--- src/sync_fifo.sv ---
module sync_fifo #(
    parameter type payload_t = logic [15:0],
    parameter int  DEPTH     = 4
) (
    input  logic     clk,
    input  logic     fifoIn_rst,
    input  logic     flush,
    output logic     w_ready,
    input  logic     w_trigger,
    input  payload_t w_data,
    output logic     r_ready,
    input  logic     r_trigger,
    output payload_t r_data
);
    localparam int PTR_BITS = (DEPTH > 1) ? $clog2(DEPTH) : 1;
    localparam int CNT_BITS = $clog2(DEPTH + 1);

    payload_t            mem [DEPTH];
    logic [PTR_BITS-1:0] wr_ptr;
    logic [PTR_BITS-1:0] rd_ptr;
    logic [CNT_BITS-1:0] count;
    logic                do_write;
    logic                do_read;

    // Wrap at DEPTH so any depth works, not only powers of two
    function automatic logic [PTR_BITS-1:0] next_ptr(input logic [PTR_BITS-1:0] ptr);
        return (ptr == PTR_BITS'(DEPTH - 1)) ? '0 : ptr + 1'b1;
    endfunction

    assign w_ready  = (count != CNT_BITS'(DEPTH));
    assign r_ready  = (count != '0);
    assign r_data   = mem[rd_ptr];
    assign do_write = w_ready && w_trigger;
    assign do_read  = r_ready && r_trigger;

    always_ff @(posedge clk) begin
        if (!fifoIn_rst) begin
            wr_ptr <= '0;
            rd_ptr <= '0;
            count  <= '0;
        end else if (flush) begin
            wr_ptr <= '0;
            rd_ptr <= '0;
            count  <= '0;
        end else begin
            if (do_write) begin
                wr_ptr <= next_ptr(wr_ptr);
            end
            if (do_read) begin
                rd_ptr <= next_ptr(rd_ptr);
            end
            case ({do_write, do_read})
                2'b10:   count <= count + 1'b1;
                2'b01:   count <= count - 1'b1;
                default: count <= count;
            endcase
        end
    end

    always_ff @(posedge clk) begin
        if (do_write) begin
            mem[wr_ptr] <= w_data;
        end
    end

endmodule

--- config.mk ---
export PLATFORM = sky130hd
export DESIGN_NAME = sync_fifo
export DESIGN_NICKNAME = d
export VERILOG_FILES = /design/src/sync_fifo.sv
export SDC_FILE = /design/constraint.sdc
export NUM_CORES = 1
export LEC_CHECK = 0
export ABC_AREA = 1
export BUFFER_PORTS_ARGS = -buffer_cell sky130_fd_sc_hd__buf_2
export CORE_MARGIN = 2
export CORE_UTILIZATION = 51
export DETAILED_ROUTE_END_ITERATION = 7
export MAX_ROUTING_LAYER = met4
export PLACE_DENSITY = 0.86
export SYNTH_ARGS = -nofsm -noshare
export SYNTH_HDL_FRONTEND = slang
export SYNTH_SLANG_ARGS = --single-unit
--- constraint.sdc ---
create_clock -name clk -period 1.7 [get_ports clk]
set_input_delay 0.17 -clock clk [delete_from_list [all_inputs] [get_ports clk]]
set_output_delay 0.17 -clock clk [all_outputs]
set_load 0.005 [all_outputs]
==> impl_metrics.py <==
metrics = {
    "sta": {
        "max_freq_mhz": 619,
        "period_share_pct": 95.1,
        "fin_crit_ns": 1.62,
        "rsz0062_at_grt": "yes",
        "fin_tns_setup_ns": 0,
        "setup_viol": 0,
        "clock_skew_ns": 0.00787,
        "tightest_slew_ns": 0.298,
        "maxSlewHeadroom_pct": 79.9,
        "report.final.slew_viol_count": 0,
        "hold_violations": 0,
        "hold_ws_ns": 0.0411,
    },
    "grt": {
        "grt.overflow.total": 0,
        "antenna_found_initial": 0,
        "grt_max_degree": 33,
        "grt_pass1_wl_um": 8270,
        "grt_pass1_vias": 1835,
        "grt_usage_pct": 18.8,
    },
    "routing": {
        "routed-wl-met3_um": 413,
        "route.detailed.drc": 0,
        "highest_layer": "met4",
        "dr.pass1.iters": 4,
        "wl_per_cell_um": 15.1,
        "drtAntennaViolNets": 0,
        "wl_um": 5320,
        "viasPerCell": 5.26,
        "vias": 1851,
        "met2_length_um": 2790,
        "met1_length_um": 2000,
        "drtIter0Drc": 188,
    },
    "layout": {
        "final_cell_area_um2": 3410,
        "synthToLayoutAreaGrowth_pct": 18.8,
        "final_common_cell": "edfxtp_1",
        "fin_nets": 303,
        "final_cell_mix": "edfxtp_1 (64), nor2_1 (44), buf_2 (38)",
        "drive_gt1_share_pct": 26.4,
        "diodes": 0,
    },
    "cts": {
        "cts.path.max_buffers": 2,
        "cts_tree": "done",
        "clkTransAtPathRegs_ns": 0.07,
        "clock_sinks": 73,
        "clkLatencyLatePin_ns": 0.35,
        "cts_hold_buffers": 0,
        "cts-root-buf": "clkbuf_8",
        "cts_buffers": 9,
        "htreeDepth": 3,
    },
    "synthesis": {
        "synth_xor_area_share_pct": 0,
        "synthDistinctLibCells": 20,
        "muxShareOfSynthArea_pct": 0,
        "syn_area_per_cell_um2": 12.7,
        "synth_compound_gate_area_share_pct": 10.0,
        "synth_top_family_by_area": "compound AO/OA/AOI/OAI gates",
        "synth_seq_area_share_pct": 73.3,
        "synthCells": 226,
        "synth-seq-cells": 73,
        "ys_warn_count": 0,
        "synth_fa_ha_area_share_pct": 3.32,
        "netlist_area_um2": 2870,
        "synthSimpleGateAreaFrac_pct": 9.42,
        "synth.net_count": 254,
    },
    "pwr": {
        "power_density_nw_per_um2": 1040,
        "peakVddDrop_mv": 0.628,
        "leakage_nw": 1.28,
    },
    "floorplanning": {
        "rows": 27,
        "fp.dieH_um": 79.0,
        "dieArea_um2": 6240,
        "initial_core_util_pct": 52.4,
        "coreArea_um2": 5470,
        "io_pins": 39,
        "die_w_um": 79.0,
    },
    "min_path": {
        "hp-class": "input pin to flip-flop",
    },
    "critical_path": {
        "path_max_fanout": 4,
        "arrival_ns": 1.86,
        "start_kind": "flip-flop",
        "worst-setup-path-type": "flip-flop to flip-flop",
        "critPathCaptureType": "flip-flop",
        "cp.required_ns": 1.94,
    },
    "placement": {
        "portBuffers": 38,
        "place_area_um2": 3180,
        "gp_congestion": 0.725,
        "dp_hpwl_um": 3190,
    },
    "job": {
        "maxCapViolations": 0,
    },
    "status": {
        "outcome": "complete, no violations",
    },
}
[critical path, stage by stage, from the launching register on]
cell,delay [ns]
dfxtp_2,0.34
nor2_4,0.13
nand2_2,0.09
nand2_2,0.07
ha_2,0.17
inv_1,0.06
fa_2,0.34
inv_1,0.07
nand2_1,0.06
nand3_1,0.07
nand2_1,0.05
inv_1,0.04
nor2_1,0.04
[synth_stat cells, drive strengths merged]
| cell | instances | area (µm²) |
|---|---|---|
| edfxtp | 64 | 1920 |
| nor2 | 46 | 178 |
| o21ai | 33 | 165 |
| inv | 18 | 67.6 |
| nand2 | 17 | 68.8 |
| o22ai | 16 | 100 |
| dfxtp | 9 | 180 |
| buf | 8 | 45.0 |
| ha | 6 | 75.1 |
| a21oi | 3 | 15.0 |
| nand3 | 2 | 10.0 |
| a21boi | 1 | 7.51 |
| fa | 1 | 20.0 |
| nand3b | 1 | 7.51 |
| nand4 | 1 | 6.26 |
[where the power goes]
part / switching, mW / internal [mW] / total (mW)
clock network: 0.586 / 0.667 / 1.25
logic: 0.160 / 0.112 / 0.272
registers: 0.0222 / 2.01 / 2.03
total: 0.768 / 2.79 / 3.55
[metrics by stage]
step           power, mW  std cells  worst slack, ns  util [%]
5_1_grt             3.69        352          -0.0340      62.2
3_5_place_dp        2.33        336          0.00790      58.0
6_report            3.55        352           0.0837      62.2
4_1_cts             3.58        352          0.00314      61.8
3_3_place_gp        2.31        336           0.0994      58.0
2_1_floorplan       2.20        226           0.0284         -
[layer usage]
layer	up-vias	global-route usage, %
met2	77	30.3
met3	16	7.50
met5	-	-
li1	901	-
met1	857	20.1
met4	0	9.83
[sequential cells by signal, indices dropped and copies added (netlist names), named ones only]
name    cells
count       3
rd_ptr      2
wr_ptr      2
mem        64
[area by class of cell]
class	instances	area [µm²]
clock inverters	6	58.8
inverters	18	75.1
fillers	420	2070
repair buffers	46	275
well taps	72	90.1
flip-flops and latches	73	2110
multi-input cells	127	668
clock buffers	10	128
[kinds of logic (layout without fill, tap and decap cells)]
family,Yosys count,count (layout)
flops,73,73
buf+inv,26,80
compound gates,53,53
fa+ha+maj,7,7
simple gates,67,67
[worst paths after layout]
path                                  from         end  slack, ns  cells past startpoint
worst max register to register    count[0]    count[2]       0.08                     12
worst min register to register    count[0]    count[0]       0.51                      2
worst min-delay path            w_data[15]  mem[2][15]       0.04                      1
worst max-delay path              count[0]    count[2]       0.08                     12
[what timing repair did]
| action | CTS | global route |
|---|---|---|
| buffers inserted | 0 | 0 |
| endpoints found under the setup margin | 9 | 5 |
| gates resized for setup | 6 | 12 |
| cloned | 0 | 0 |
| pin swaps | 1 | 0 |
No activity file was read; power rests on OpenSTA's default activity.
