===== src/pix_data_pkg.sv =====
package pix_data_pkg;

    // One 12-bit sample from the sensor data bus
    typedef logic [11:0] pix_word_t;

    // Frame memory word
    // A pixel is stored in the low 12 bits with the top bits zero
    typedef logic [15:0] mem_word_t;

    // Sensor sample as seen on each clk
    typedef struct packed {
        pix_word_t d;
        logic      fv;
        logic      lv;
    } pix_in_t;

endpackage


===== src/frame_capture.sv =====
module frame_capture
    import pix_data_pkg::*;
(
    input  logic      clk,
    input  logic      fifoIn_rst,
    input  logic      arm,
    output logic      armed_ack,
    input  pix_in_t   pix,
    input  logic      fifo_w_ready,
    output logic      fifo_w_trigger,
    output pix_word_t fifo_w_data,
    output logic      fifo_flush,
    output logic      pixel_dropped
);
    typedef enum logic [2:0] {
        CAP_IDLE,
        CAP_FLUSH,
        CAP_ACK,
        CAP_WAIT_LOW,
        CAP_WAIT_HIGH,
        CAP_IN_FRAME
    } cap_state_t;

    cap_state_t state;
    pix_in_t    pix_q;

    // Sensor sample register
    always_ff @(posedge clk) begin
        pix_q <= pix;
    end

    assign fifo_flush  = (state == CAP_FLUSH);
    assign armed_ack   = (state == CAP_ACK);
    assign fifo_w_data = pix_q.d;

    // The sample that shows frame-valid rising is already part of the frame
    assign fifo_w_trigger = pix_q.fv && pix_q.lv &&
                            ((state == CAP_WAIT_HIGH) || (state == CAP_IN_FRAME));

    always_ff @(posedge clk) begin
        if (!fifoIn_rst) begin
            state         <= CAP_IDLE;
            pixel_dropped <= 1'b0;
        end else begin
            if (arm) begin
                state <= CAP_FLUSH;
            end else begin
                case (state)
                    CAP_FLUSH:     state <= CAP_ACK;
                    CAP_ACK:       state <= CAP_WAIT_LOW;
                    // Skip the rest of a frame already in flight
                    CAP_WAIT_LOW:  if (!pix_q.fv) state <= CAP_WAIT_HIGH;
                    CAP_WAIT_HIGH: if (pix_q.fv) state <= CAP_IN_FRAME;
                    CAP_IN_FRAME:  if (!pix_q.fv) state <= CAP_IDLE;
                    default:       state <= CAP_IDLE;
                endcase
            end

            // Sticky until the next arm
            if (arm) begin
                pixel_dropped <= 1'b0;
            end else if (fifo_w_trigger && !fifo_w_ready) begin
                pixel_dropped <= 1'b1;
            end
        end
    end

endmodule


===== config.mk =====
export PLATFORM = sky130hd
export DESIGN_NAME = frame_capture
export DESIGN_NICKNAME = d
export VERILOG_FILES = /design/src/pix_data_pkg.sv /design/src/frame_capture.sv
export SDC_FILE = /design/constraint.sdc
export NUM_CORES = 1
export LEC_CHECK = 0
export ABC_AREA = 0
export ABC_CLOCK_PERIOD_IN_PS = 1500
export BUFFER_PORTS_ARGS = -buffer_cell sky130_fd_sc_hd__buf_4
export CORE_MARGIN = 1.5
export CORE_UTILIZATION = 43
export CTS_CLUSTER_DIAMETER = 150
export DETAILED_ROUTE_END_ITERATION = 12
export PLACE_DENSITY = 0.8
export SYNTH_ARGS = -nofsm -noshare
export SYNTH_HDL_FRONTEND = slang
export SYNTH_SLANG_ARGS = --single-unit

===== constraint.sdc =====
create_clock -name clk -period 1.5 [get_ports clk]
set_clock_uncertainty 0.05 [all_clocks]
set_input_delay 0.075 -clock clk [delete_from_list [all_inputs] [get_ports clk]]
set_output_delay 0.075 -clock clk [all_outputs]
set_load 0.005 [all_outputs]

==> results of run 1 <==
==> power groups by stage <==
stage                     logic (mW)  registers [mW]  clock network, mW
final                          0.115           0.512              0.300
after global routing           0.126           0.515              0.326
after global placement        0.0781           0.521                  0
after floorplan               0.0441           0.518                  0
after CTS                      0.114           0.512              0.312
after detailed placement      0.0809           0.523                  0
==> per-layer routing <==
| metal | track usage, % | routed length, µm | vias up |
|---|---|---|---|
| met5 | 0 | 0 | - |
| met4 | 7.50 | 25 | 0 |
| met3 | 9.44 | 77 | 3 |
| met1 | 19.0 | 419 | 219 |
| li1 | - | - | 224 |
| met2 | 37.9 | 796 | 16 |
==> flip-flops by register name, summed over array words and instances, names as in the netlist <==
signal and cells:
fifo_w_data 12, state 3, pix_q 2, pixel_dropped 1
==> timing repair <==
action / CTS / global route
resized for setup: 0 / 0
setup buffers: 0 / 0
endpoints found under the setup margin: 0 / 0
hold buffers: 16 / 0
endpoints found under the hold margin: 15 / 0
==> final cells by class <==
| class | instances | area share, % |
|---|---|---|
| Sequential cell | 18 | 37.8 |
| Multi-Input combinational cell | 16 | 13.1 |
| Timing Repair Buffer | 49 | 42.8 |
| Clock buffer | 4 | 3.81 |
| Tap cell | 15 | 1.97 |
| Inverter | 1 | 0.394 |
==> worst max-delay path by stage <==
stage          startpoint        endpoint  slack [ns]  depth (start not counted)
2_1_floorplan    state[1]        state[2]        0.48                          3
3_3_place_gp     state[0]        state[0]        0.47                          3
3_5_place_dp     state[1]        state[1]        0.42                          2
4_1_cts          state[2]  fifo_w_trigger        0.09                          3
5_1_grt          state[2]  fifo_w_trigger       0.005                          3
6_report         state[2]  fifo_w_trigger        0.09                          3
==> critical path: cells and delay by family, from the launching register on <==
| kind | cells | cell delay [ns] |
|---|---|---|
| simple gates | 2 | 0.36 |
| flops | 1 | 0.47 |
| buf+inv | 1 | 0.14 |
==> cells in the final DEF, fill, tap and decap left out, drive strengths merged <==
cell and n:
a2111oi 1, a21oi 1, a2bb2o 1, buf 33
clkbuf 4, dfxtp 18, dlygate4sd3 16, inv 1
nand2 1, nand2b 1, nand3b 1, nor2 3
nor2b 1, nor3b 4, o31a 1, or3b 1
==> kinds of logic (layout without fill, tap and decap cells) <==
logic type	count (synthesis)	in the layout	share of synthesized area, %
compound gates	4	4	6.53
buf+inv	14	54	18.3
flops	18	18	60.6
simple gates	12	12	14.5
==> per-stage QoR <==
stage	power, mW	cell area, µm²	hold slack, ns	utilization [%]	setup slack [ns]
after floorplan	0.563	594	0.0527	-	0.482
after global placement	0.599	756	0.130	58.1	0.471
after detailed placement	0.604	756	0.130	58.1	0.418
after CTS	0.938	952	0.0845	73.2	0.0907
after global routing	0.966	952	0.106	73.2	0.00474
final	0.927	952	0.0854	73.2	0.0911
==> run_summary.xml, run 1 <==
<?xml version="1.0" encoding="UTF-8"?>
<metrics>
  <group name="synth">
    <metric name="synth.largest_area_cell" unit="">dfxtp_1</metric>
    <metric name="post_synth_most_frequent_cells" unit="">dfxtp_1, buf_4, nor2_1, nor3b_1</metric>
    <metric name="sequential_cell_area_fraction_in_the_yosys_report" unit="%">60.6</metric>
    <metric name="synth_cell_type_count" unit="">16</metric>
    <metric name="cell_area_after_synthesis" unit="µm²">594</metric>
    <metric name="synthDominantCellAreaShare" unit="%">60.6</metric>
    <metric name="synth-warning-count" unit="">0</metric>
    <metric name="synth_edf_count" unit="">0</metric>
    <metric name="dominantRegCellSynth" unit="">dfxtp_1</metric>
    <metric name="synthCells" unit="">48</metric>
    <metric name="syn-mean-instance-area" unit="µm²">12.4</metric>
    <metric name="synth_nets" unit="">66</metric>
    <metric name="synth_seq_cells" unit="">18</metric>
    <metric name="synthArstFlopShare" unit="%">0</metric>
    <metric name="netlist_top_cells_area" unit="">dfxtp_1, buf_4, nor3b_1, a2111oi_2, buf_8</metric>
    <metric name="synth_most_common_cell" unit="">dfxtp_1</metric>
  </group>
  <group name="route">
    <metric name="drc" unit="">0</metric>
    <metric name="routed_wl" unit="µm">1320</metric>
    <metric name="average_detailed_routed_wire_length_per_instance" unit="µm">12.8</metric>
    <metric name="detail_route.vias_per_cell" unit="">4.49</metric>
    <metric name="ant_nets" unit="">0</metric>
    <metric name="route.vias.total" unit="">462</metric>
    <metric name="drt-pass1-iter-count" unit="">2</metric>
    <metric name="initialDrtViolationCount" unit="">6</metric>
  </group>
  <group name="final_layout">
    <metric name="fin_cells" unit="">103</metric>
    <metric name="area_delta_synth_final" unit="%">60.2</metric>
    <metric name="num-nets-final" unit="">107</metric>
    <metric name="seq_area" unit="µm²">360</metric>
    <metric name="antennaDiodeCount" unit="">0</metric>
    <metric name="filler_cell_count" unit="">88</metric>
    <metric name="layout-drive-gt1-share" unit="%">45.5</metric>
    <metric name="multi_input_area" unit="µm²">125</metric>
  </group>
  <group name="clock_tree">
    <metric name="clk_latency" unit="ns">0.30</metric>
    <metric name="clk_pin_slew_worst_paths" unit="ns">0.10</metric>
    <metric name="clock-root-buffer" unit="">clkbuf_4</metric>
    <metric name="cts_buffer_depth" unit="">2</metric>
    <metric name="cts.htree.levels" unit="">1</metric>
    <metric name="tritoncts" unit="">yes</metric>
    <metric name="number_of_sinks_handled_by_clock_tree_synthesis" unit="">18</metric>
    <metric name="cts-buffers-inserted" unit="">3</metric>
  </group>
  <group name="power">
    <metric name="seqPwrFrac" unit="%">55.2</metric>
    <metric name="ir_worst_vdd" unit="mV">0.619</metric>
    <metric name="leakage_power_total" unit="nW">0.436</metric>
    <metric name="power.clock.fraction" unit="%">32.4</metric>
    <metric name="power_switching_share" unit="%">20.7</metric>
    <metric name="comb_power_share" unit="%">12.4</metric>
    <metric name="switching_power" unit="µW">192</metric>
    <metric name="powerDensity" unit="nW/µm²">973</metric>
    <metric name="cell_internal_pwr" unit="µW">735</metric>
  </group>
  <group name="critical_path">
    <metric name="timing.reg2reg.worst_path_depth" unit="">2</metric>
    <metric name="cp.arrival" unit="ns">1.28</metric>
    <metric name="critical-path-max-stage-delay" unit="ns">0.47</metric>
    <metric name="end_kind" unit="">primary output</metric>
    <metric name="crit_path_top_delay_cell" unit="">dfxtp_1</metric>
    <metric name="startpoint_class_of_the_critical_path" unit="">flop</metric>
    <metric name="path_class" unit="">reg -&gt; out</metric>
    <metric name="timing.critical_path.cells" unit="">nand2_1 &gt; nor3b_2 &gt; buf_4</metric>
    <metric name="rr_endpoint" unit="">state[1]</metric>
    <metric name="cp_max_fo" unit="">7</metric>
    <metric name="rr_startpoint" unit="">state[1]</metric>
    <metric name="worst_ep_required_time" unit="ns">1.37</metric>
    <metric name="reg2reg_slack" unit="ns">0.40</metric>
  </group>
  <group name="place">
    <metric name="place_inst" unit="">83</metric>
    <metric name="gpl.final_weighted_congestion" unit="">0.713</metric>
    <metric name="port_buffers" unit="">33</metric>
    <metric name="dp_hpwl" unit="µm">844</metric>
  </group>
  <group name="global_route">
    <metric name="antenna_found_initial" unit="">0</metric>
    <metric name="grt.total_usage" unit="%">20.3</metric>
    <metric name="grt_first_pass_wirelength" unit="µm">1970</metric>
    <metric name="largest_net_degree_at_the_start_of_global_routing" unit="">11</metric>
    <metric name="grt_pass1_vias" unit="">447</metric>
    <metric name="globalRouteOverflowTotal" unit="">0</metric>
  </group>
  <group name="floorplanning">
    <metric name="chipHeight" unit="µm">40.2</metric>
    <metric name="io_pins" unit="">34</metric>
    <metric name="die_area" unit="µm²">1610</metric>
    <metric name="initial_standard_cell_utilization_of_the_core" unit="%">45.7</metric>
    <metric name="chip_width" unit="µm">40.2</metric>
    <metric name="floorplan.core_area" unit="µm²">1300</metric>
    <metric name="floorplan.rows" unit="">13</metric>
  </group>
  <group name="hold_path">
    <metric name="whs_path_depth" unit="">3</metric>
    <metric name="holdCritPathClass" unit="">in -&gt; reg</metric>
    <metric name="holdPathEnd" unit="">pixel_dropped</metric>
    <metric name="hold_path.startpoint" unit="">fifo_w_ready</metric>
  </group>
  <group name="sta">
    <metric name="max_slew.worst_pin.slew" unit="ns">0.300</metric>
    <metric name="setup_total_negative_slack" unit="ns">0</metric>
    <metric name="drv_slew" unit="">0</metric>
    <metric name="max_freq" unit="GHz">0.710</metric>
    <metric name="final_period_minus_worst_setup_slack" unit="ns">1.41</metric>
    <metric name="hold_viol" unit="">0</metric>
    <metric name="final_cycle_share" unit="%">93.9</metric>
    <metric name="timing.slew.headroom" unit="%">80.0</metric>
    <metric name="finalSetupViolations" unit="">0</metric>
    <metric name="grt_setup_unrepaired" unit="">false</metric>
  </group>
  <group name="job">
    <metric name="drv.max_cap_violation_count" unit="">0</metric>
  </group>
  <group name="status">
    <metric name="run_status" unit="">finished, final reports clean</metric>
  </group>
</metrics>
No activity file was read; power rests on OpenSTA's default activity.
==> run 2, diff against run 1 <==
--- a/config.mk
+++ b/config.mk
@@ -5,7 +5,7 @@
 export SDC_FILE = /design/constraint.sdc
 export NUM_CORES = 1
 export LEC_CHECK = 0
-export ABC_AREA = 0
+export ABC_AREA = 1
 export ABC_CLOCK_PERIOD_IN_PS = 1500
 export BUFFER_PORTS_ARGS = -buffer_cell sky130_fd_sc_hd__buf_4
 export CORE_MARGIN = 1.5
==> run 2 against run 1 <==
Combinational power is essentially flat. Worst hold slack lost 0.060 ns. Utilization shrank 0.44 points. Synthesized cell count grew 27%. Maximum frequency grew 20%. Critical path type unchanged. Highest routed layer is now met3.
==> run_summary.xml, run 2 <==
<?xml version="1.0" encoding="UTF-8"?>
<metrics>
  <group name="clock_tree">
    <metric name="post-cts-setup-buffer-count" unit="">0</metric>
    <metric name="tritoncts" unit="">yes</metric>
    <metric name="clk_latency" unit="ns">0.28</metric>
    <metric name="cts-buffers-inserted" unit="">3</metric>
    <metric name="cts.hold.buffers_added" unit="">15</metric>
    <metric name="cts_buffer_depth" unit="">2</metric>
    <metric name="cts_repair_resize_count" unit="">0</metric>
    <metric name="clk_pin_slew_worst_paths" unit="ns">0.09</metric>
    <metric name="number_of_sinks_handled_by_clock_tree_synthesis" unit="">18</metric>
    <metric name="cts.htree.levels" unit="">1</metric>
    <metric name="clock-root-buffer" unit="">clkbuf_4</metric>
  </group>
  <group name="synth">
    <metric name="synth.largest_area_cell" unit="">dfxtp_1</metric>
    <metric name="dominantRegCellSynth" unit="">dfxtp_1</metric>
    <metric name="synth_nets" unit="">79</metric>
    <metric name="synth-warning-count" unit="">0</metric>
    <metric name="netlist_top_cells_area" unit="">dfxtp_1, buf_4, nand2_1, nor2_1, inv_1</metric>
    <metric name="synth_edf_count" unit="">0</metric>
    <metric name="synth_seq_cells" unit="">18</metric>
    <metric name="sequential_cell_area_fraction_in_the_yosys_report" unit="%">61.5</metric>
    <metric name="synthDominantCellAreaShare" unit="%">61.5</metric>
    <metric name="synthArstFlopShare" unit="%">0</metric>
    <metric name="cell_area_after_synthesis" unit="µm²">586</metric>
    <metric name="synth_most_common_cell" unit="">dfxtp_1</metric>
    <metric name="syn-mean-instance-area" unit="µm²">9.60</metric>
    <metric name="post_synth_most_frequent_cells" unit="">dfxtp_1, buf_4, nand2_1, nor2_1, inv_1</metric>
    <metric name="synth_cell_type_count" unit="">12</metric>
    <metric name="synthCells" unit="">61</metric>
  </group>
  <group name="job">
    <metric name="drv.max_cap_violation_count" unit="">0</metric>
  </group>
  <group name="global_route">
    <metric name="grt.total_usage" unit="%">15.9</metric>
    <metric name="largest_net_degree_at_the_start_of_global_routing" unit="">10</metric>
    <metric name="gr-usage-met1" unit="%">18.0</metric>
    <metric name="antenna_found_initial" unit="">0</metric>
    <metric name="grt_first_pass_wirelength" unit="µm">1680</metric>
    <metric name="met2_usage" unit="%">27.8</metric>
    <metric name="globalRouteOverflowTotal" unit="">0</metric>
    <metric name="use_met3" unit="%">5.11</metric>
    <metric name="grt_busiest_layer" unit="">met2</metric>
    <metric name="grt_pass1_vias" unit="">430</metric>
  </group>
  <group name="power">
    <metric name="power.clock.fraction" unit="%">26.4</metric>
    <metric name="ir_worst_vdd" unit="mV">0.583</metric>
    <metric name="leakage_power_total" unit="nW">0.460</metric>
    <metric name="comb_power_share" unit="%">13.6</metric>
    <metric name="power_switching_share" unit="%">20.7</metric>
    <metric name="switching_power" unit="µW">176</metric>
    <metric name="cell_internal_pwr" unit="µW">676</metric>
    <metric name="seqPwrFrac" unit="%">60.0</metric>
    <metric name="powerDensity" unit="nW/µm²">912</metric>
    <metric name="finalPower" unit="µW">852</metric>
  </group>
  <group name="route">
    <metric name="detail_route.vias_per_cell" unit="">4.30</metric>
    <metric name="route.vias.total" unit="">494</metric>
    <metric name="drt-pass1-iter-count" unit="">3</metric>
    <metric name="ant_nets" unit="">0</metric>
    <metric name="routed_wl" unit="µm">1190</metric>
    <metric name="drc" unit="">0</metric>
    <metric name="average_detailed_routed_wire_length_per_instance" unit="µm">10.3</metric>
    <metric name="initialDrtViolationCount" unit="">2</metric>
  </group>
  <group name="critical_path">
    <metric name="rr_endpoint" unit="">state[0]</metric>
    <metric name="worst_ep_required_time" unit="ns">1.37</metric>
    <metric name="startpoint_class_of_the_critical_path" unit="">flop</metric>
    <metric name="reg2reg_slack" unit="ns">0.52</metric>
    <metric name="path_class" unit="">reg -&gt; out</metric>
    <metric name="timing.reg2reg.worst_path_depth" unit="">5</metric>
    <metric name="cp.arrival" unit="ns">1.05</metric>
    <metric name="rr_startpoint" unit="">state[1]</metric>
    <metric name="timing.critical_path.from" unit="">state[1]</metric>
    <metric name="cp_max_fo" unit="">4</metric>
    <metric name="end_kind" unit="">primary output</metric>
  </group>
  <group name="final_layout">
    <metric name="mostFrequentLayoutCell" unit="">buf_4</metric>
    <metric name="multi_input_area" unit="µm²">109</metric>
    <metric name="area_delta_synth_final" unit="%">59.6</metric>
    <metric name="filler_cell_count" unit="">103</metric>
    <metric name="antennaDiodeCount" unit="">0</metric>
    <metric name="largest_register_ffs" unit="">12</metric>
    <metric name="num-nets-final" unit="">120</metric>
    <metric name="layout-drive-gt1-share" unit="%">39.0</metric>
    <metric name="seq_area" unit="µm²">360</metric>
    <metric name="fin_cells" unit="">115</metric>
    <metric name="layout_common_cells" unit="">buf_4, dfxtp_1, dlygate4sd3_1</metric>
  </group>
  <group name="hold_path">
    <metric name="holdPathEnd" unit="">state[1]</metric>
    <metric name="holdCritPathClass" unit="">in -&gt; reg</metric>
    <metric name="whs_path_depth" unit="">4</metric>
    <metric name="hold_path.startpoint" unit="">arm</metric>
  </group>
  <group name="sta">
    <metric name="worst_hold_slack" unit="ns">0.0254</metric>
    <metric name="final_period_minus_worst_setup_slack" unit="ns">1.18</metric>
    <metric name="max_freq" unit="GHz">0.850</metric>
    <metric name="max_slew.worst_pin.slew" unit="ns">0.215</metric>
    <metric name="hold_viol" unit="">0</metric>
    <metric name="drv_slew" unit="">0</metric>
    <metric name="grt_setup_unrepaired" unit="">false</metric>
    <metric name="setup_total_negative_slack" unit="ns">0</metric>
    <metric name="final_cycle_share" unit="%">78.4</metric>
    <metric name="timing.slew.headroom" unit="%">85.6</metric>
    <metric name="finalSetupViolations" unit="">0</metric>
  </group>
  <group name="floorplanning">
    <metric name="initial_standard_cell_utilization_of_the_core" unit="%">45.6</metric>
    <metric name="floorplan.rows" unit="">13</metric>
    <metric name="die_area" unit="µm²">1590</metric>
    <metric name="chip_width" unit="µm">39.9</metric>
    <metric name="chipHeight" unit="µm">39.9</metric>
    <metric name="floorplan.core_area" unit="µm²">1280</metric>
    <metric name="io_pins" unit="">34</metric>
  </group>
  <group name="status">
    <metric name="run_status" unit="">finished, final reports clean</metric>
  </group>
  <group name="place">
    <metric name="port_buffers" unit="">33</metric>
    <metric name="place_inst" unit="">97</metric>
    <metric name="dp_hpwl" unit="µm">745</metric>
    <metric name="gpl.final_weighted_congestion" unit="">0.619</metric>
  </group>
</metrics>
run 2: cell count changes after synthesis, sizes merged, moves of 2 or more:
cell / delta
nor2: +5
nand2: +7
nand3: +2
nor3b: -4
inv: +6
nor3: +3
run 2: how the worst max path moves through the flow:
| stage | endpoint | cells past startpoint | slack [ns] |
|---|---|---|---|
| finish | fifo_flush | 4 | 0.32 |
| CTS | fifo_flush | 4 | 0.32 |
| detailed placement | state[0] | 5 | 0.56 |
| global placement | state[0] | 5 | 0.58 |
| floorplan | state[0] | 5 | 0.64 |
| global route | fifo_w_trigger | 3 | 0.25 |
run 2: power groups by stage:
stage / sequential (mW) / clock (mW) / combinational [mW]
6_report: 0.511 / 0.225 / 0.116
5_1_grt: 0.514 / 0.248 / 0.126
4_1_cts: 0.510 / 0.237 / 0.116
3_5_place_dp: 0.521 / 0 / 0.0839
3_3_place_gp: 0.521 / 0 / 0.0818
2_1_floorplan: 0.519 / 0 / 0.0423
run 2: metal layers:
layer  vias up  share of wire [%]  wire length (µm)
met1       216                 42               498
li1        252                  -                 -
met5         -                  0                 0
met2        26                 49               582
met4         0                  0                 0
met3         0                8.9               106
run 2: cell type report:
| cell class | instances | share of cell area (%) |
|---|---|---|
| Timing Repair Buffer | 48 | 42.6 |
| Clock buffer | 3 | 2.41 |
| Inverter | 7 | 2.81 |
| Tap cell | 15 | 2.01 |
| Multi-Input combinational cell | 24 | 11.6 |
| Sequential cell | 18 | 38.6 |
run 2: metrics by stage:
step | setup slack (ns) | area [µm²] | utilization [%]
floorplan | 0.637 | 586 | -
global placement | 0.578 | 762 | 59.3
detailed placement | 0.556 | 762 | 59.3
CTS | 0.325 | 935 | 72.7
global route | 0.250 | 935 | 72.7
finish | 0.324 | 935 | 72.7
run 2: cell families after synthesis:
| family | share of synthesized area, % |
|---|---|
| compound gates | 3.63 |
| buf+inv | 19.9 |
| flops | 61.5 |
| simple gates | 15.0 |
run 2: critical path: stages, from the launching register on:
cell and delay (ns):
dfxtp_1 0.43, inv_2 0.07, nand2_1 0.09, nor2_1 0.05, buf_4 0.13
==> run 3, diff against run 2 <==
==> config.mk (replaced) <==
export PLATFORM = sky130hd
export DESIGN_NAME = frame_capture
export DESIGN_NICKNAME = d
export VERILOG_FILES = /design/src/pix_data_pkg.sv /design/src/frame_capture.sv
export SDC_FILE = /design/constraint.sdc
export NUM_CORES = 1
export LEC_CHECK = 0
export ABC_AREA = 0
export ABC_CLOCK_PERIOD_IN_PS = 900
export BUFFER_PORTS_ARGS = -buffer_cell sky130_fd_sc_hd__buf_4
export CORE_MARGIN = 1.5
export CORE_UTILIZATION = 36
export CTS_CLUSTER_DIAMETER = 150
export DETAILED_ROUTE_END_ITERATION = 12
export PLACE_DENSITY = 0.71
export SYNTH_ARGS = -nofsm -noshare
export SYNTH_HDL_FRONTEND = slang
export SYNTH_SLANG_ARGS = --single-unit
==> constraint.sdc (replaced) <==
create_clock -name clk -period 0.9 [get_ports clk]
set_clock_uncertainty 0.05 [all_clocks]
set_input_delay 0.045 -clock clk [delete_from_list [all_inputs] [get_ports clk]]
set_output_delay 0.045 -clock clk [all_outputs]
set_load 0.005 [all_outputs]
==> run 3 against run 2 <==
The run now ends with setup timing left. Worst hold slack better by 0.045 ns. Sequential power up 66%. Flip-flop and latch count unchanged. Sequential share of layout area down 3.4 points. Total power up 79%. Final area up 13%. Utilization down 3.6 points. Final cell count down 4.3%. Critical endpoint is now armed_ack. Largest cell class unchanged. Largest power group unchanged.
==> run_summary.xml, run 3 (synthesis gave the netlist of run 1 again) <==
<?xml version="1.0" encoding="UTF-8"?>
<metrics>
  <group name="status">
    <metric name="run_status" unit="">finished, violations left</metric>
    <metric name="failed_checks" unit="">setup timing</metric>
  </group>
  <group name="floorplanning">
    <metric name="initial_standard_cell_utilization_of_the_core" unit="%">39.0</metric>
    <metric name="floorplan.core_area" unit="µm²">1520</metric>
    <metric name="die_area" unit="µm²">1900</metric>
    <metric name="chip_width" unit="µm">43.6</metric>
    <metric name="chipHeight" unit="µm">43.6</metric>
    <metric name="floorplan.rows" unit="">14</metric>
    <metric name="io_pins" unit="">34</metric>
  </group>
  <group name="sta">
    <metric name="worst_setup_margin" unit="ns">-0.278</metric>
    <metric name="timing.slew.headroom" unit="%">82.6</metric>
    <metric name="finalSetupViolations" unit="">7</metric>
    <metric name="grt_setup_unrepaired" unit="">true</metric>
    <metric name="drv_slew" unit="">0</metric>
    <metric name="worst_hold_slack" unit="ns">0.0706</metric>
    <metric name="final_cycle_share" unit="%">131</metric>
    <metric name="final_period_minus_worst_setup_slack" unit="ns">1.18</metric>
    <metric name="max_slew.worst_pin.slew" unit="ns">0.262</metric>
    <metric name="hold_viol" unit="">0</metric>
    <metric name="max_freq" unit="GHz">0.849</metric>
  </group>
  <group name="global_route">
    <metric name="largest_net_degree_at_the_start_of_global_routing" unit="">11</metric>
    <metric name="grt.total_usage" unit="%">13.5</metric>
    <metric name="grt_pass1_vias" unit="">459</metric>
    <metric name="globalRouteOverflowTotal" unit="">0</metric>
    <metric name="antenna_found_initial" unit="">0</metric>
    <metric name="grt_first_pass_wirelength" unit="µm">1820</metric>
  </group>
  <group name="route">
    <metric name="route.vias.total" unit="">469</metric>
    <metric name="average_detailed_routed_wire_length_per_instance" unit="µm">10.6</metric>
    <metric name="routed_wl" unit="µm">1170</metric>
    <metric name="ant_nets" unit="">0</metric>
    <metric name="drt-pass1-iter-count" unit="">1</metric>
    <metric name="drc" unit="">0</metric>
    <metric name="detail_route.vias_per_cell" unit="">4.26</metric>
    <metric name="initialDrtViolationCount" unit="">0</metric>
  </group>
  <group name="critical_path">
    <metric name="timing.reg2reg.worst_path_depth" unit="">4</metric>
    <metric name="timing.critical_path.cells" unit="">buf_6 &gt; nor3b_2 &gt; buf_4</metric>
    <metric name="cp_max_fo" unit="">4</metric>
    <metric name="cp_top_family" unit="">flip-flops</metric>
    <metric name="worst_ep_required_time" unit="ns">0.81</metric>
    <metric name="rr_endpoint" unit="">state[2]</metric>
    <metric name="startpoint_class_of_the_critical_path" unit="">flop</metric>
    <metric name="rr_startpoint" unit="">pix_q[1]</metric>
    <metric name="end_kind" unit="">primary output</metric>
    <metric name="reg2reg_slack" unit="ns">-0.18</metric>
    <metric name="critical_path.n_buffers_inverters" unit="">2</metric>
    <metric name="cp.arrival" unit="ns">1.08</metric>
    <metric name="path_class" unit="">reg -&gt; out</metric>
    <metric name="crit_path_top_delay_cell" unit="">dfxtp_4</metric>
    <metric name="critical-path-max-stage-delay" unit="ns">0.37</metric>
  </group>
  <group name="hold_path">
    <metric name="holdCritPathClass" unit="">in -&gt; reg</metric>
    <metric name="hold_path.startpoint" unit="">fifo_w_ready</metric>
    <metric name="holdPathEnd" unit="">pixel_dropped</metric>
    <metric name="whs_path_depth" unit="">3</metric>
  </group>
  <group name="final_layout">
    <metric name="multi_input_area" unit="µm²">155</metric>
    <metric name="area_delta_synth_final" unit="%">77.3</metric>
    <metric name="layout_common_cells" unit="">buf_4, dlygate4sd3_1, dfxtp_1</metric>
    <metric name="final_cell_area" unit="µm²">1050</metric>
    <metric name="filler_cell_count" unit="">139</metric>
    <metric name="antennaDiodeCount" unit="">0</metric>
    <metric name="largest_register_ffs" unit="">12</metric>
    <metric name="fin_cells" unit="">110</metric>
    <metric name="seq_area" unit="µm²">370</metric>
    <metric name="mostFrequentLayoutCell" unit="">buf_4</metric>
    <metric name="num-nets-final" unit="">113</metric>
    <metric name="layout-drive-gt1-share" unit="%">58.5</metric>
  </group>
  <group name="place">
    <metric name="port_buffers" unit="">33</metric>
    <metric name="gpl.final_weighted_congestion" unit="">0.663</metric>
    <metric name="dp_hpwl" unit="µm">673</metric>
    <metric name="dp_worst_setup_slack" unit="ns">-0.151</metric>
    <metric name="area_post_placement" unit="µm²">773</metric>
    <metric name="place_inst" unit="">86</metric>
  </group>
  <group name="clock_tree">
    <metric name="clk_latency" unit="ns">0.28</metric>
    <metric name="cts.htree.levels" unit="">1</metric>
    <metric name="tritoncts" unit="">yes</metric>
    <metric name="clk_pin_slew_worst_paths" unit="ns">0.09</metric>
    <metric name="clock-root-buffer" unit="">clkbuf_4</metric>
    <metric name="cts_buffer_depth" unit="">2</metric>
    <metric name="number_of_sinks_handled_by_clock_tree_synthesis" unit="">18</metric>
    <metric name="cts-buffers-inserted" unit="">3</metric>
  </group>
  <group name="power">
    <metric name="leakage_power_total" unit="nW">0.481</metric>
    <metric name="powerDensity" unit="nW/µm²">1450</metric>
    <metric name="finalPower" unit="mW">1.53</metric>
    <metric name="ir_worst_vdd" unit="mV">0.988</metric>
  </group>
  <group name="job">
    <metric name="drv.max_cap_violation_count" unit="">0</metric>
  </group>
</metrics>
## run 3: cell types whose count changed in the layout (fill, tap and decap cells not counted), moves of 3 or more
cell,previous run,this run
buf_6,0,4
dfxtp_1,18,14
inv_1,6,1
nand2_1,8,0
nor2_1,7,3
nor3_1,3,0
nor3b_2,0,3
## run 3: how the worst max path moves through the flow
stage,start,end,slack [ns],depth (start not counted)
after global placement,state[1],state[1],-0.10,2
final,state[2],armed_ack,-0.28,3
after floorplan,state[1],state[2],-0.10,3
after global routing,state[2],armed_ack,-0.34,3
after CTS,state[2],armed_ack,-0.28,3
after detailed placement,state[1],state[1],-0.15,2
## run 3: layout make-up
cell class                      instances  area share [%]
Inverter                                1           0.356
Tap cell                               16            1.90
Multi-Input combinational cell         16            14.7
Timing Repair Buffer                   55            44.4
Sequential cell                        18            35.2
Clock buffer                            4            3.44
## run 3: layer usage
layer / part of all wire, % / vias up / GRT usage (%) / wire length, µm
met3: 8.3 / 0 / 3.75 / 97
met4: 0 / 0 / 7.27 / 0
met5: 0 / - / 0 / 0
met2: 54 / 25 / 25.0 / 635
li1: - / 235 / - / -
met1: 37 / 209 / 13.3 / 435
## run 3: worst register-to-register path, delay by kind of cell, from the launching register on
kind / cells / cell delay (ns)
AO/OA/AOI/OAI: 1 / 0.12
buffers and inverters: 1 / 0.10
flip-flops: 1 / 0.35
AND/OR/NAND/NOR: 2 / 0.41
## run 3: report_power, final
group          internal [mW]  total, mW  switching (mW)
Clock                  0.246      0.468           0.222
Combinational          0.158      0.212          0.0545
Sequential             0.831      0.847          0.0163
Total                   1.23       1.53           0.293
## run 3: stage by stage
step	setup TNS (ns)	utilization, %
6_report	-1.34	69.1
4_1_cts	-1.16	66.3
5_1_grt	-1.72	69.1
3_3_place_gp	-0.375	50.7
2_1_floorplan	-0.253	-
3_5_place_dp	-0.499	50.7
## run 3: repair_timing
| action | in CTS | in global routing |
|---|---|---|
| pin swaps | 2 | 3 |
| endpoints found under the setup margin | 7 | 7 |
| hold buffers | 16 | 0 |
| endpoints found under the hold margin | 15 | 0 |
| resized for setup | 8 | 7 |
| buffers inserted | 1 | 3 |
